`src/rtl/fetch_cfg.svh`:
```
`ifndef FETCH_CFG_SVH
`define FETCH_CFG_SVH

// Datapath widths
`define FETCH_ADDR_W   32
`define FETCH_INSTR_W  32
`define FETCH_LINE_W   128

// Instructions per fetched line and per decode cycle
`define FETCH_WIDTH    4
`define DECODE_WIDTH   2

// Storage sizes
`define ICACHE_LINES   64
`define IBUF_DEPTH     8

`define RESET_PC       32'h1C00_0000

// AXI read channel
`define AXI_ID_W       4
`define ICACHE_AXI_ID  0

`endif

```
`src/rtl/fetch_pkg.sv`:
```
`include "fetch_cfg.svh"

package fetch_pkg;

    // Address split for a line-based cache
    localparam int BYTE_OFF_W = $clog2(`FETCH_INSTR_W / 8);
    localparam int WORD_OFF_W = $clog2(`FETCH_LINE_W / `FETCH_INSTR_W);
    localparam int LINE_OFF_W = BYTE_OFF_W + WORD_OFF_W;
    localparam int INDEX_W    = $clog2(`ICACHE_LINES);
    localparam int TAG_W      = `FETCH_ADDR_W - INDEX_W - LINE_OFF_W;

    typedef logic [`FETCH_ADDR_W-1:0]  fetch_addr_t;
    typedef logic [`FETCH_INSTR_W-1:0] instr_t;
    typedef instr_t [`FETCH_LINE_W/`FETCH_INSTR_W-1:0] cache_line_t;
    typedef logic [INDEX_W-1:0]        line_index_t;
    typedef logic [TAG_W-1:0]          line_tag_t;
    typedef logic [`AXI_ID_W-1:0]      axi_id_t;

    // One instruction as seen by decode
    typedef struct packed {
        logic        valid;
        fetch_addr_t pc;
        instr_t      instr;
    } fetch_packet_t;

    // Backend flush with its restart address
    typedef struct packed {
        logic        valid;
        fetch_addr_t target;
    } redirect_t;

    typedef enum logic [1:0] {IC_IDLE, IC_LOOKUP, IC_MISS, IC_REFILL} icache_state_e;
    typedef enum logic [1:0] {AR_IDLE, AR_ADDR, AR_DATA} axi_rd_state_e;

endpackage

```
`src/rtl/axi_read_master.sv`:
```
`timescale 1ns/1ps
`include "fetch_cfg.svh"

module axi_read_master
    import fetch_pkg::*;
(
    input  logic        clk,
    input  logic        rst_n_i,
    // Refill port from the icache
    input  logic        refill_req_i,
    input  fetch_addr_t refill_addr_i,
    output logic        refill_ready_o,
    output logic        refill_valid_o,
    output cache_line_t refill_data_o,
    // AR channel
    output axi_id_t     arid_o,
    output fetch_addr_t araddr_o,
    output logic [7:0]  arlen_o,
    output logic [2:0]  arsize_o,
    output logic [1:0]  arburst_o,
    output logic        arvalid_o,
    input  logic        arready_i,
    // R channel
    input  cache_line_t rdata_i,
    input  logic [1:0]  rresp_i,
    input  logic        rlast_i,
    input  logic        rvalid_i,
    output logic        rready_o
);

    axi_rd_state_e state_q;
    axi_rd_state_e state_d;
    fetch_addr_t   addr_q;
    logic          req_fire;
    logic          last_beat;

    assign req_fire  = refill_req_i && refill_ready_o;
    assign last_beat = (state_q == AR_DATA) && rvalid_i && rlast_i;

    // Single 16-byte INCR beat per refill
    assign arid_o    = axi_id_t'(`ICACHE_AXI_ID);
    assign araddr_o  = addr_q;
    assign arlen_o   = 8'd0;
    assign arsize_o  = 3'(LINE_OFF_W);
    assign arburst_o = 2'b01;

    assign refill_ready_o = (state_q == AR_IDLE);
    assign arvalid_o      = (state_q == AR_ADDR);
    assign rready_o       = (state_q == AR_DATA);

    // Beat goes straight back to the icache
    assign refill_valid_o = last_beat;
    assign refill_data_o  = rdata_i;

    always_comb begin
        state_d = state_q;
        case (state_q)
            AR_IDLE: if (req_fire)  state_d = AR_ADDR;
            AR_ADDR: if (arready_i) state_d = AR_DATA;
            AR_DATA: if (last_beat) state_d = AR_IDLE;
            default: state_d = AR_IDLE;
        endcase
    end

    always_ff @(posedge clk or negedge rst_n_i) begin
        if (!rst_n_i) begin
            state_q <= AR_IDLE;
        end else begin
            state_q <= state_d;
        end
    end

    always_ff @(posedge clk) begin
        if (req_fire) begin
            addr_q <= refill_addr_i;
        end
    end

endmodule

```
`config.mk`:
```
export PLATFORM = sky130hd
export DESIGN_NAME = axi_read_master
export DESIGN_NICKNAME = d
export VERILOG_FILES = /design/src/rtl/fetch_pkg.sv /design/src/rtl/axi_read_master.sv
export VERILOG_INCLUDE_DIRS = /design/src /design/src/rtl
export SDC_FILE = /design/constraint.sdc
export NUM_CORES = 1
export LEC_CHECK = 0
export BUFFER_PORTS_ARGS = -buffer_cell sky130_fd_sc_hd__clkbuf_2
export CORE_AREA = 2 2 135 137
export DETAILED_ROUTE_END_ITERATION = 7
export DIE_AREA = 0 0 137 139
export GPL_TIMING_DRIVEN = 0
export PLACE_DENSITY = 0.42
export SYNTH_ARGS = -nofsm -noshare
export SYNTH_HDL_FRONTEND = slang
export SYNTH_SLANG_ARGS = --single-unit
```
`constraint.sdc`:
```
create_clock -name clk -period 2.2 [get_ports clk]
set_input_delay 0.33 -clock clk [delete_from_list [all_inputs] [get_ports clk]]
set_output_delay 0.33 -clock clk [all_outputs]
set_load 0.02 [all_outputs]
```
==> reports/metrics.cfg <==
[outcome]
status = completed

[yosys]
yosysWarningCount = 0
synth_commonest_cells = buf_4 (145), edfxtp_1 (32)
synth_area_sq_um = 2180
postSynthCellCount = 190
synth_edf_count = 32
synth-simple-area-share_pct = 2.36
synth_area_per_cell_sq_um = 11.5
synth_adder_area_share_pct = 0
synth_cell_types = 11
synth_seq_cells = 34
yosysSeqAreaShare_pct = 46.5
synthXorXnorAreaFrac_pct = 0
synthArstFlopShare_pct = 5.88
yosys.area.top_type = buf_4
synth-compound-area-share_pct = 0.805
synth_top_family_by_area = buffers and inverters
synth_ff_type = edfxtp_1
synth_area_leaders = buf_4 (50%), edfxtp_1 (44%), dfrtp_1 (2.3%)
synth_top_area_share_pct = 50.0
yosysMostFrequentCell = buf_4
synth_mux_area_share_pct = 0

[setup_path]
rrSetupSlack_ns = 0.21
slowest_stage = and2_1
crit_type = flop to flop
cp_max_fo = 32
required_ns = 2.08
crit_path_end_kind = flop
arrival_ns = 1.87
crit_buf_inv = 0
startpoint = state_q[0]$_DFFE_PN0P_
critPathCapture = araddr_o[6]$_DFFE_PP_
path_delay_family = simple AND/OR/NAND/NOR gates
start_kind = flop
critPathMaxStageDelay_ns = 1.01
cp.depth = 2
crit_chain = nor2_1 -> and2_1
r2r_end = araddr_o[6]$_DFFE_PP_
r2r.worst_path.cells = 2
timing.rr.start = state_q[0]$_DFFE_PN0P_

[sta]
finClkSkew_ns = 0.00288
setup_viol = 0
final_max_slew_viol_count = 0
layout_min_cycle_time_ns = 1.99
hold_slack_ns = 0.229
tightestPinTransition_ns = 1.30
hold_viol_final = 0
rsz0062_at_grt = no
period_share_pct = 90.2
setup-tns-final_ns = 0
max-slew-margin-rel_pct = 13.6
max_clock_freq_mhz = 504

[cts]
clock_latency_ns = 0.27
cts_made_buffers = 5
clock-root-buffer = clkbuf_16
cts_sinks = 34
clock_path_buffers = 2
post_cts_buffers = 0
htree_num_levels = 2
cts_resized = 0
clk_pin_slew_ns = 0.05
tritoncts = built

[placement]
gp_congestion = 0.801
dpl.hpwl_um = 7790
place_area_sq_um = 3520
io_buffers = 201

[global_route]
grt_pass1_vias = 1945
track_usage_pct = 7.87
antenna_found_initial = 1
grt_pass1_wl_um = 11200
overflow = 0
grt_max_degree = 33

[floorplan]
rows = 49
dieArea_sq_um = 19000
core_region_area_sq_um = 17700
start_util_pct = 12.3
dieHeight_um = 139
fp.dieW_um = 137
ios = 349

[routing]
first_pass_iters = 4
num_vias = 1917
drc = 0
wl_um = 8210
ant_nets = 0
dr.first_iter.drc_count = 20
wl_per_cell_um = 12.7
via_per_inst = 2.98

[finish]
multi_input_area_sq_um = 133
final_area_sq_um = 3670
nFillCells = 1996
post-route-util_pct = 20.8
drive_gt1_share_pct = 85.5
seq_area_sq_um = 1010
antenna_cells = 0
syn_to_final_growth_pct = 68.8
layout.nets = 582

[min_path]
whs_path_depth = 1
hp-class = input port to flop

[power]
cellPowerDensity_nw_per_um2 = 704
p_leak_nw = 2.02
vdd.ir_drop.worst_mv = 0.460

[job]
max_cap_viol_count = 0

-- power by group --
group	leakage (nW)	total, mW	internal [mW]	switching [mW]
clock	0.0683	0.639	0.412	0.227
sequential	0.324	0.945	0.890	0.0546
combinational	1.63	1.00	0.398	0.604
total	2.02	2.59	1.70	0.886
-- flip-flops by register name, indices dropped and copies added, names as in the netlist --
signal and flops:
araddr_o 32, state_q 2
-- routing by layer --
metal  track usage (%)  part of all wire, %
met5                 0                 0.19
met4              3.42                  1.5
met3              3.80                   17
met2              16.0                   56
met1              5.96                   26
-- through the flow --
| step | instances | total power [mW] | worst slack (ns) |
|---|---|---|---|
| 2_1_floorplan | 205 | 1.65 | 0.169 |
| 3_3_place_gp | 635 | 1.97 | 0.153 |
| 3_5_place_dp | 635 | 1.98 | 0.183 |
| 4_1_cts | 644 | 2.63 | 0.174 |
| 5_1_grt | 644 | 2.72 | 0.0659 |
| 6_report | 644 | 2.59 | 0.215 |
-- cells by family (layout without fill, tap and decap cells) --
| logic type | count (synthesis) | count (layout) |
|---|---|---|
| AOI/OAI and AO/OA | 2 | 2 |
| buffers and inverters | 145 | 355 |
| DFF | 34 | 34 |
| other | 2 | 17 |
| and+or+nand+nor | 7 | 7 |
-- worst min-delay path by stage --
stage	from	endpoint	slack [ns]
6_report	refill_addr_i[5]	araddr_o[5]$_DFFE_PP_	0.23
5_1_grt	refill_addr_i[7]	araddr_o[7]$_DFFE_PP_	0.22
4_1_cts	refill_addr_i[24]	araddr_o[24]$_DFFE_PP_	0.22
3_5_place_dp	rst_n_i	state_q[1]$_DFFE_PN0P_	0.12
3_3_place_gp	rst_n_i	state_q[1]$_DFFE_PN0P_	0.12
2_1_floorplan	rst_n_i	state_q[0]$_DFFE_PN0P_	0.03
-- layout by cell type (no fill, tap or decap), drive strengths merged --
cell	netlist	routed
nor2b	2	2
a22o	1	1
edfxtp	32	32
nand2	1	1
dfrtp	2	2
and3	1	1
and2	1	1
a211oi	1	1
nor2	2	2
buf	145	145
conb	2	17
dlygate4sd3	0	1
clkinv	0	2
clkbuf	0	207
-- repair_timing --
action / 4_1_cts / 5_1_grt
endpoints found under the setup margin: 0 / 0
endpoints found under the hold margin: 2 / 0
hold buffers: 1 / 0
-- cell type report --
class / count / share of cell area [%]
plain buffers: 145 / 29.6
repair buffers: 202 / 27.7
flip-flops and latches: 34 / 27.5
well taps: 229 / 7.80
multi-input cells: 26 / 3.61
clock buffers: 6 / 3.51
clock inverters: 2 / 0.239
-- worst reg2reg max path: stages, from the launching register on --
cell and delay, ns:
dfrtp_1 0.43, nor2_1 0.15, and2_1 1.01
Note: power is estimated with default switching activity, not from simulation.
