[config.mk]
export PLATFORM = sky130hd
export DESIGN_NAME = fetch_pc_gen
export DESIGN_NICKNAME = d
export VERILOG_FILES = /design/src/rtl/fetch_pkg.sv /design/src/rtl/fetch_pc_gen.sv
export VERILOG_INCLUDE_DIRS = /design/src /design/src/rtl
export SDC_FILE = /design/constraint.sdc
export NUM_CORES = 1
export LEC_CHECK = 0
export ABC_CLOCK_PERIOD_IN_PS = 2800
export BUFFER_PORTS_ARGS = -buffer_cell sky130_fd_sc_hd__buf_2
export CORE_ASPECT_RATIO = 0.8
export CORE_MARGIN = 1.5
export CORE_UTILIZATION = 45
export DETAILED_ROUTE_END_ITERATION = 10
export GPL_TIMING_DRIVEN = 1
export MAX_ROUTING_LAYER = met4
export PLACE_DENSITY = 0.73
export SLEW_MARGIN = 20
export SYNTH_ARGS = -nofsm -noshare
export SYNTH_HDL_FRONTEND = slang
export SYNTH_SLANG_ARGS = --single-unit
export TNS_END_PERCENT = 50
[constraint.sdc]
create_clock -name clk -period 2.8 [get_ports clk]
set_input_delay 0.28 -clock clk [delete_from_list [all_inputs] [get_ports clk]]
set_output_delay 0.28 -clock clk [all_outputs]
set_load 0.005 [all_outputs]
[src/rtl/fetch_cfg.svh]
`ifndef FETCH_CFG_SVH
`define FETCH_CFG_SVH

// Datapath widths
`define FETCH_ADDR_W   32
`define FETCH_INSTR_W  32
`define FETCH_LINE_W   128

// Instructions per fetched line and per decode cycle
`define FETCH_WIDTH    4
`define DECODE_WIDTH   2

// Storage sizes
`define ICACHE_LINES   64
`define IBUF_DEPTH     8

`define RESET_PC       32'h1C00_0000

// AXI read channel
`define AXI_ID_W       4
`define ICACHE_AXI_ID  0

`endif

[src/rtl/fetch_pkg.sv]
`include "fetch_cfg.svh"

package fetch_pkg;

    // Address split for a line-based cache
    localparam int BYTE_OFF_W = $clog2(`FETCH_INSTR_W / 8);
    localparam int WORD_OFF_W = $clog2(`FETCH_LINE_W / `FETCH_INSTR_W);
    localparam int LINE_OFF_W = BYTE_OFF_W + WORD_OFF_W;
    localparam int INDEX_W    = $clog2(`ICACHE_LINES);
    localparam int TAG_W      = `FETCH_ADDR_W - INDEX_W - LINE_OFF_W;

    typedef logic [`FETCH_ADDR_W-1:0]  fetch_addr_t;
    typedef logic [`FETCH_INSTR_W-1:0] instr_t;
    typedef instr_t [`FETCH_LINE_W/`FETCH_INSTR_W-1:0] cache_line_t;
    typedef logic [INDEX_W-1:0]        line_index_t;
    typedef logic [TAG_W-1:0]          line_tag_t;
    typedef logic [`AXI_ID_W-1:0]      axi_id_t;

    // One instruction as seen by decode
    typedef struct packed {
        logic        valid;
        fetch_addr_t pc;
        instr_t      instr;
    } fetch_packet_t;

    // Backend flush with its restart address
    typedef struct packed {
        logic        valid;
        fetch_addr_t target;
    } redirect_t;

    typedef enum logic [1:0] {IC_IDLE, IC_LOOKUP, IC_MISS, IC_REFILL} icache_state_e;
    typedef enum logic [1:0] {AR_IDLE, AR_ADDR, AR_DATA} axi_rd_state_e;

endpackage

[src/rtl/fetch_pc_gen.sv]
`timescale 1ns/1ps
`include "fetch_cfg.svh"

module fetch_pc_gen
    import fetch_pkg::*;
(
    input  logic        clk,
    input  logic        rst_n_i,
    input  redirect_t   redirect_i,
    input  logic        fetch_ready_i,
    output logic        fetch_valid_o,
    output fetch_addr_t fetch_req_o
);

    fetch_addr_t pc_q;
    fetch_addr_t next_line_pc;
    logic        valid_q;
    logic        fetch_fire;

    // Next request always starts on a line boundary
    assign next_line_pc = {pc_q[`FETCH_ADDR_W-1:LINE_OFF_W] + 1'b1, {LINE_OFF_W{1'b0}}};

    assign fetch_fire = valid_q && fetch_ready_i;

    assign fetch_valid_o = valid_q;
    assign fetch_req_o   = pc_q;

    always_ff @(posedge clk or negedge rst_n_i) begin
        if (!rst_n_i) begin
            pc_q    <= `RESET_PC;
            valid_q <= 1'b0;
        end else begin
            // Requests start one cycle out of reset
            valid_q <= 1'b1;
            if (redirect_i.valid) begin
                pc_q <= redirect_i.target;
            end else if (fetch_fire) begin
                pc_q <= next_line_pc;
            end
        end
    end

endmodule

==> impl_metrics.yaml, run 1 <==
grt:
  grt_usage_pct: 20.8
  grt_pass1_wl_um: 6830
  antenna_found_initial: 0
  grt_pass1_vias: 1518
  grt_max_degree: 42
  gr-total-overflow: 0
finish:
  layout_commonest_cell: "buf_2"
  fillers: 359
  most-common-layout-cells: "68 x buf_2, 30 x dfrtp_1, 29 x nand2_1"
  utilization_pct: 59.1
  nNetsFinal: 306
  drive_gt1_share_pct: 30.0
  area_delta_synth_final_pct: 24.7
  diodes: 0
logic_synthesis:
  yosys.area.top_type: "dfrtp_1"
  async_reset_ff_share_pct: 100
  synth-main-ff-cell: "dfrtp_1"
  ys_seq_area_share_pct: 45.7
  synthesis.area_sq_um: 1810
  syn-num-nets: 242
  ys_types: 31
  synth.avg_cell_area_sq_um: 8.85
  ys_warn_count: 0
  synth_top_area_share_pct: 41.4
  synth_edf_count: 0
  syn_inst: 205
  yosys_register_bits: 33
  netlist_top_cells_area: "dfrtp_1 41%, nand2_1 6.0%, o21ai_0 5.2%, xnor2_1 4.8%, or4_1 4.6%"
die:
  num_rows: 20
  start_util_pct: 47.4
  fp.coreArea_sq_um: 3830
  die_w_um: 74.0
  dieArea_sq_um: 4420
  die_h_um: 59.8
  ios: 69
routing:
  first_pass_iters: 4
  viasPerCell: 5.23
  wl_per_cell_um: 12.8
  ant_nets: 0
  drt_iter0_drc: 128
  drc: 0
  drt-total-wl_um: 4160
  vias: 1699
clock_network:
  cts_buffer_depth: 2
  path_clk_slew_ps: 70
  htreeDepth: 2
  post-cts-setup-buffers: 0
  clk_latency_ps: 280
  cts_tree: "done"
  cts_buffers: 5
  cts_sinks: 33
  ctsResizeCount: 0
  hold_buffers: 0
  clockRootBuffer: "clkbuf_8"
sta:
  setup_violations: 0
  timing_hold_violations_final: 0
  fmax_mhz: 469
  rsz0062_at_grt: "false"
  skew_ps: 4.66
  slew_viol_final: 0
  worst_slew_pin_slew_ps: 722
  slew_headroom_pct: 51.9
  finalCriticalPeriod_ps: 2130
  tns_ps: 0
  post-route-period-util_pct: 76.2
setup_path:
  ff2ff_path_depth: 5
  critPathKind: "register to register"
  crit_path_end_kind: "register"
  rr_startpoint: "fetch_req_o[5]$_DFFE_PN0P_"
  reg2reg_slack_ps: 670
  crit_start: "fetch_req_o[5]$_DFFE_PN0P_"
  required_ps: 3010
  setup.worst_path.end: "fetch_req_o[26]$_DFFE_PN1P_"
  cp-start-kind: "register"
  cp.arrival_ps: 2340
  rr_endpoint: "fetch_req_o[26]$_DFFE_PN1P_"
  crit_fanout: 15
placed_design:
  io_buffers: 68
  place_hpwl_um: 2940
  place_congestion: 0.769
power_and_ir_drop:
  vdd_drop_max_mv: 0.290
  p_leak_uw: 0.000973
  power_density_nw_per_um2: 488
outcome:
  outcome: "finished clean"
flow_run:
  cap_violations: 0
hold_path:
  holdCritPathClass: "input pin to asynchronous set/reset pin"
-- final cells by class --
class | instances | area, sq um | area share (%)
Inverter | 6 | 22.5 | 0.996
Multi-Input combinational cell | 153 | 903 | 39.9
Clock inverter | 2 | 10.0 | 0.442
Tap cell | 55 | 68.8 | 3.04
Clock buffer | 6 | 72.6 | 3.21
Sequential cell | 33 | 830 | 36.7
Timing Repair Buffer | 70 | 355 | 15.7
-- synth_stat cells, types with 2 or more instances --
cell       n
nand4_1    7
a31oi_1   12
or4_1     11
and4_1     2
dfstp_2    3
nand2b_1   2
nand3_1    9
o31a_1     4
nand2_1   29
o21ai_0   19
inv_1      5
and2_1     2
o31ai_1   10
xnor2_1   10
or3_1      4
nor3_1     2
and3_1     3
nor4_1     6
buf_2      2
nor2_1    14
clkbuf_1   9
dfrtp_1   30
xor2_1     2
-- power by group --
part	switching (uW)	internal, uW	total, uW
clock network	168	172	340
logic	94.3	93.2	187
registers	54.0	523	577
-- worst min-delay path by stage --
stage / startpoint / to / cells after the start
finish: rst_n_i / fetch_req_o[29]$_DFFE_PN0P_ / 1
global route: rst_n_i / fetch_valid_o$_DFF_PN0_ / 1
CTS: rst_n_i / fetch_req_o[4]$_DFFE_PN0P_ / 1
detailed placement: rst_n_i / fetch_req_o[29]$_DFFE_PN0P_ / 1
global placement: rst_n_i / fetch_req_o[29]$_DFFE_PN0P_ / 1
floorplan: rst_n_i / fetch_req_o[0]$_DFFE_PN0P_ / 0
-- layer usage --
metal / vias to the layer above / global-route usage [%] / wire length (um)
met5: - / - / 0
met4: 0 / 3.97 / 16
met3: 2 / 5.73 / 203
met2: 45 / 31.9 / 1860
met1: 775 / 27.9 / 2080
li1: 877 / - / -
-- cell families after synthesis --
| group | share of synthesized area, % |
|---|---|
| flops | 45.7 |
| xor+xnor | 5.79 |
| mux | 0.552 |
| buf+inv | 4.48 |
| other cells | 0.207 |
| compound gates | 15.9 |
| fa+ha+maj | 0.690 |
| simple gates | 26.7 |
-- worst max-delay path, cell delays in order (launching register included) --
cell	delay, ps
dfrtp_1	400
ha_1	180
nand3_1	150
or3_1	610
or4_1	550
a31oi_1	170
-- per-stage QoR --
step	total power (uW)	instance area (sq um)	instances	hold WS [ps]	setup WS, ps
after global placement	771	2180	317	381	770
after global routing	1170	2260	325	116	552
after detailed placement	774	2180	317	381	679
after CTS	1120	2260	325	78.4	671
after floorplan	673	1810	205	-15.6	958
final	1100	2260	325	60.1	666
-- flip-flops by register name (all words and copies together), names as in the netlist --
signal         cells
fetch_valid_o      1
fetch_req_o       32
Power figures use the tool's default switching activity.
==> inputs of run 2 (changes only) <==
--- a/config.mk
+++ b/config.mk
@@ -6,7 +6,8 @@
 export SDC_FILE = /design/constraint.sdc
 export NUM_CORES = 1
 export LEC_CHECK = 0
-export ABC_CLOCK_PERIOD_IN_PS = 2800
+export ABC_AREA = 1
+export ABC_CLOCK_PERIOD_IN_PS = 2150
 export BUFFER_PORTS_ARGS = -buffer_cell sky130_fd_sc_hd__buf_2
 export CORE_ASPECT_RATIO = 0.8
 export CORE_MARGIN = 1.5
@@ -14,7 +15,7 @@
 export DETAILED_ROUTE_END_ITERATION = 10
 export GPL_TIMING_DRIVEN = 1
 export MAX_ROUTING_LAYER = met4
-export PLACE_DENSITY = 0.73
+export PLACE_DENSITY = 0.71
 export SLEW_MARGIN = 20
 export SYNTH_ARGS = -nofsm -noshare
 export SYNTH_HDL_FRONTEND = slang
==> constraint.sdc (replaced) <==
create_clock -name clk -period 2.15 [get_ports clk]
set_input_delay 0.215 -clock clk [delete_from_list [all_inputs] [get_ports clk]]
set_output_delay 0.215 -clock clk [all_outputs]
set_load 0.005 [all_outputs]
==> run 2 against run 1 <==
  * The flow now finishes with violations (hold timing)
  * Synthesized area grew 21%
  * First-iteration DRC count shrank 17%
  * Fmax grew 37%
  * Clock-buffer cell count grew 1
  * Via count grew 32%
  * Non-clock buffer count is the same
  * Clock power grew 55%
  * Highest routed layer unchanged
==> impl_metrics.yaml, run 2 <==
sta:
  skew_ps: 5.74
  finalCriticalPeriod_ps: 1560
  post-route-period-util_pct: 72.4
  slew_viol_final: 0
  worst_slew_pin_slew_ps: 749
  setup_violations: 0
  timing.final.ws_setup_ps: 594
  tns_ps: 0
  timing_hold_violations_final: 10
  holdWs_ps: -9.76
  fmax_mhz: 643
  slew_headroom_pct: 50.1
  rsz0062_at_grt: "false"
logic_synthesis:
  synthesis.area_sq_um: 2190
  syn-num-nets: 354
  netlist_top_cells_area: "dfrtp_1 34%, nand2_1 19%, nand3_1 6.6%, inv_1 6.3%, nor2_1 5.0%"
  synth-main-ff-cell: "dfrtp_1"
  ys_types: 25
  synth_edf_count: 0
  async_reset_ff_share_pct: 100
  synth_top_area_share_pct: 34.3
  syn_inst: 317
  synth.avg_cell_area_sq_um: 6.91
  ys_top_cells_by_count: "109 x nand2_1, 37 x inv_1, 30 x dfrtp_1"
  yosys.area.top_type: "dfrtp_1"
  ys_warn_count: 0
  yosys_register_bits: 33
  ys_seq_area_share_pct: 37.9
  post-synth-top-count-cell: "nand2_1"
finish:
  finalNonFillerCells: 449
  area_delta_synth_final_pct: 23.1
  final_cell_area_sq_um: 2700
  diodes: 0
  drive_gt1_share_pct: 26.5
  fillers: 467
  nNetsFinal: 425
  largest_register_ffs: 32
  layout_commonest_cell: "nand2_1"
  most-common-layout-cells: "109 x nand2_1, 68 x buf_2, 37 x inv_1"
setup_path:
  required_ps: 2330
  critPathKind: "register to register"
  crit_path_end_kind: "register"
  rr_startpoint: "fetch_req_o[4]$_DFFE_PN0P_"
  cp.arrival_ps: 1730
  worstPathCellList: "ha_1 > nand3_1 > nor2_1 > nand2_1 > inv_1 > nand3_1 > nand3_1 > nand2_1"
  rr_endpoint: "fetch_req_o[30]$_DFFE_PN0P_"
  cp-start-kind: "register"
  reg2reg_slack_ps: 590
  ff2ff_path_depth: 8
  cp_slowest_cell: "dfrtp_1"
  crit_fanout: 6
  path_delay_family: "simple AND/OR/NAND/NOR gates"
  cpMostUsedCell: "nand3_1"
  max_stage_delay_ps: 440
  worstPathBufferInverterCount: 1
routing:
  wl_per_cell_um: 12.4
  drt_iter0_drc: 106
  ant_nets: 0
  first_pass_iters: 4
  viasPerCell: 4.98
  drc: 0
  vias: 2236
  drt-total-wl_um: 5560
power_and_ir_drop:
  p_leak_uw: 0.00138
  power_density_nw_per_um2: 612
  vdd_drop_max_mv: 0.299
  p_total_uw: 1650
die:
  die_w_um: 81.0
  fp.coreArea_sq_um: 4620
  dieArea_sq_um: 5300
  num_rows: 22
  ios: 69
  die_h_um: 65.4
  start_util_pct: 47.3
placed_design:
  place_hpwl_um: 4090
  dpl_cell_area_sq_um: 2590
  dpl_worst_slack_ps: 632
  dp.cells: 441
  place_congestion: 0.860
  io_buffers: 68
clock_network:
  cts_sinks: 33
  cts_buffers: 5
  path_clk_slew_ps: 70
  post-cts-setup-buffers: 0
  ctsResizeCount: 0
  htreeDepth: 2
  hold_buffers: 0
  cts_buffer_depth: 2
  cts_tree: "done"
  clockRootBuffer: "clkbuf_8"
  clk_latency_ps: 290
grt:
  grt_pass1_vias: 2086
  grt_usage_pct: 24.1
  grt_max_degree: 34
  antenna_found_initial: 0
  gr-total-overflow: 0
  grt_pass1_wl_um: 9550
outcome:
  outcome: "finished with violations"
  failed_checks: "hold timing"
hold_path:
  holdCritPathClass: "input pin to asynchronous set/reset pin"
flow_run:
  cap_violations: 0
[run 2: final cells by class]
| class | instances | area [sq um] | area share (%) |
|---|---|---|---|
| Clock buffer | 7 | 96.3 | 3.57 |
| Clock inverter | 1 | 5.00 | 0.186 |
| Inverter | 40 | 150 | 5.57 |
| Multi-Input combinational cell | 238 | 1180 | 43.9 |
| Sequential cell | 33 | 830 | 30.8 |
| Tap cell | 60 | 75.1 | 2.79 |
| Timing Repair Buffer | 70 | 355 | 13.2 |
[run 2: worst max path at each step]
stage	depth (start not counted)	to	start	slack (ps)
finish	8	fetch_req_o[30]$_DFFE_PN0P_	fetch_req_o[4]$_DFFE_PN0P_	590
floorplan	8	fetch_req_o[24]$_DFFE_PN0P_	fetch_req_o[4]$_DFFE_PN0P_	780
CTS	8	fetch_req_o[30]$_DFFE_PN0P_	fetch_req_o[4]$_DFFE_PN0P_	610
global placement	8	fetch_req_o[30]$_DFFE_PN0P_	fetch_req_o[4]$_DFFE_PN0P_	690
detailed placement	8	fetch_req_o[22]$_DFFE_PN0P_	fetch_req_o[4]$_DFFE_PN0P_	630
global route	9	fetch_req_o[30]$_DFFE_PN0P_	fetch_req_o[4]$_DFFE_PN0P_	440
[run 2: per-stage QoR]
stage	utilization, %	hold WS, ps
2_1_floorplan	-	-80.6
3_3_place_gp	56.1	326
3_5_place_dp	56.1	327
4_1_cts	58.3	16.5
5_1_grt	58.3	55.5
6_report	58.3	-9.76
[run 2: report_power, final]
group	internal [uW]	total, uW	switching [uW]
Combinational	155	344	189
Sequential	690	780	90.0
Clock	290	527	237
[run 2: kinds of logic after synthesis]
family,after synthesis,share of synthesized area (%)
AND/OR/NAND/NOR,188,37.5
AO/OA/AOI/OAI,39,12.2
other,1,0.171
buffers and inverters,46,8.06
flip-flops,33,37.9
adder cells (fa/ha/maj),1,0.571
XOR/XNOR,9,3.60
[run 2: routing by layer]
layer	track usage (%)	share of wire, %	vias to the layer above
met5	-	0	-
met2	35.7	44	64
met3	3.47	4.6	5
li1	-	-	1140
met4	5.60	0.85	0
met1	34.8	51	1027
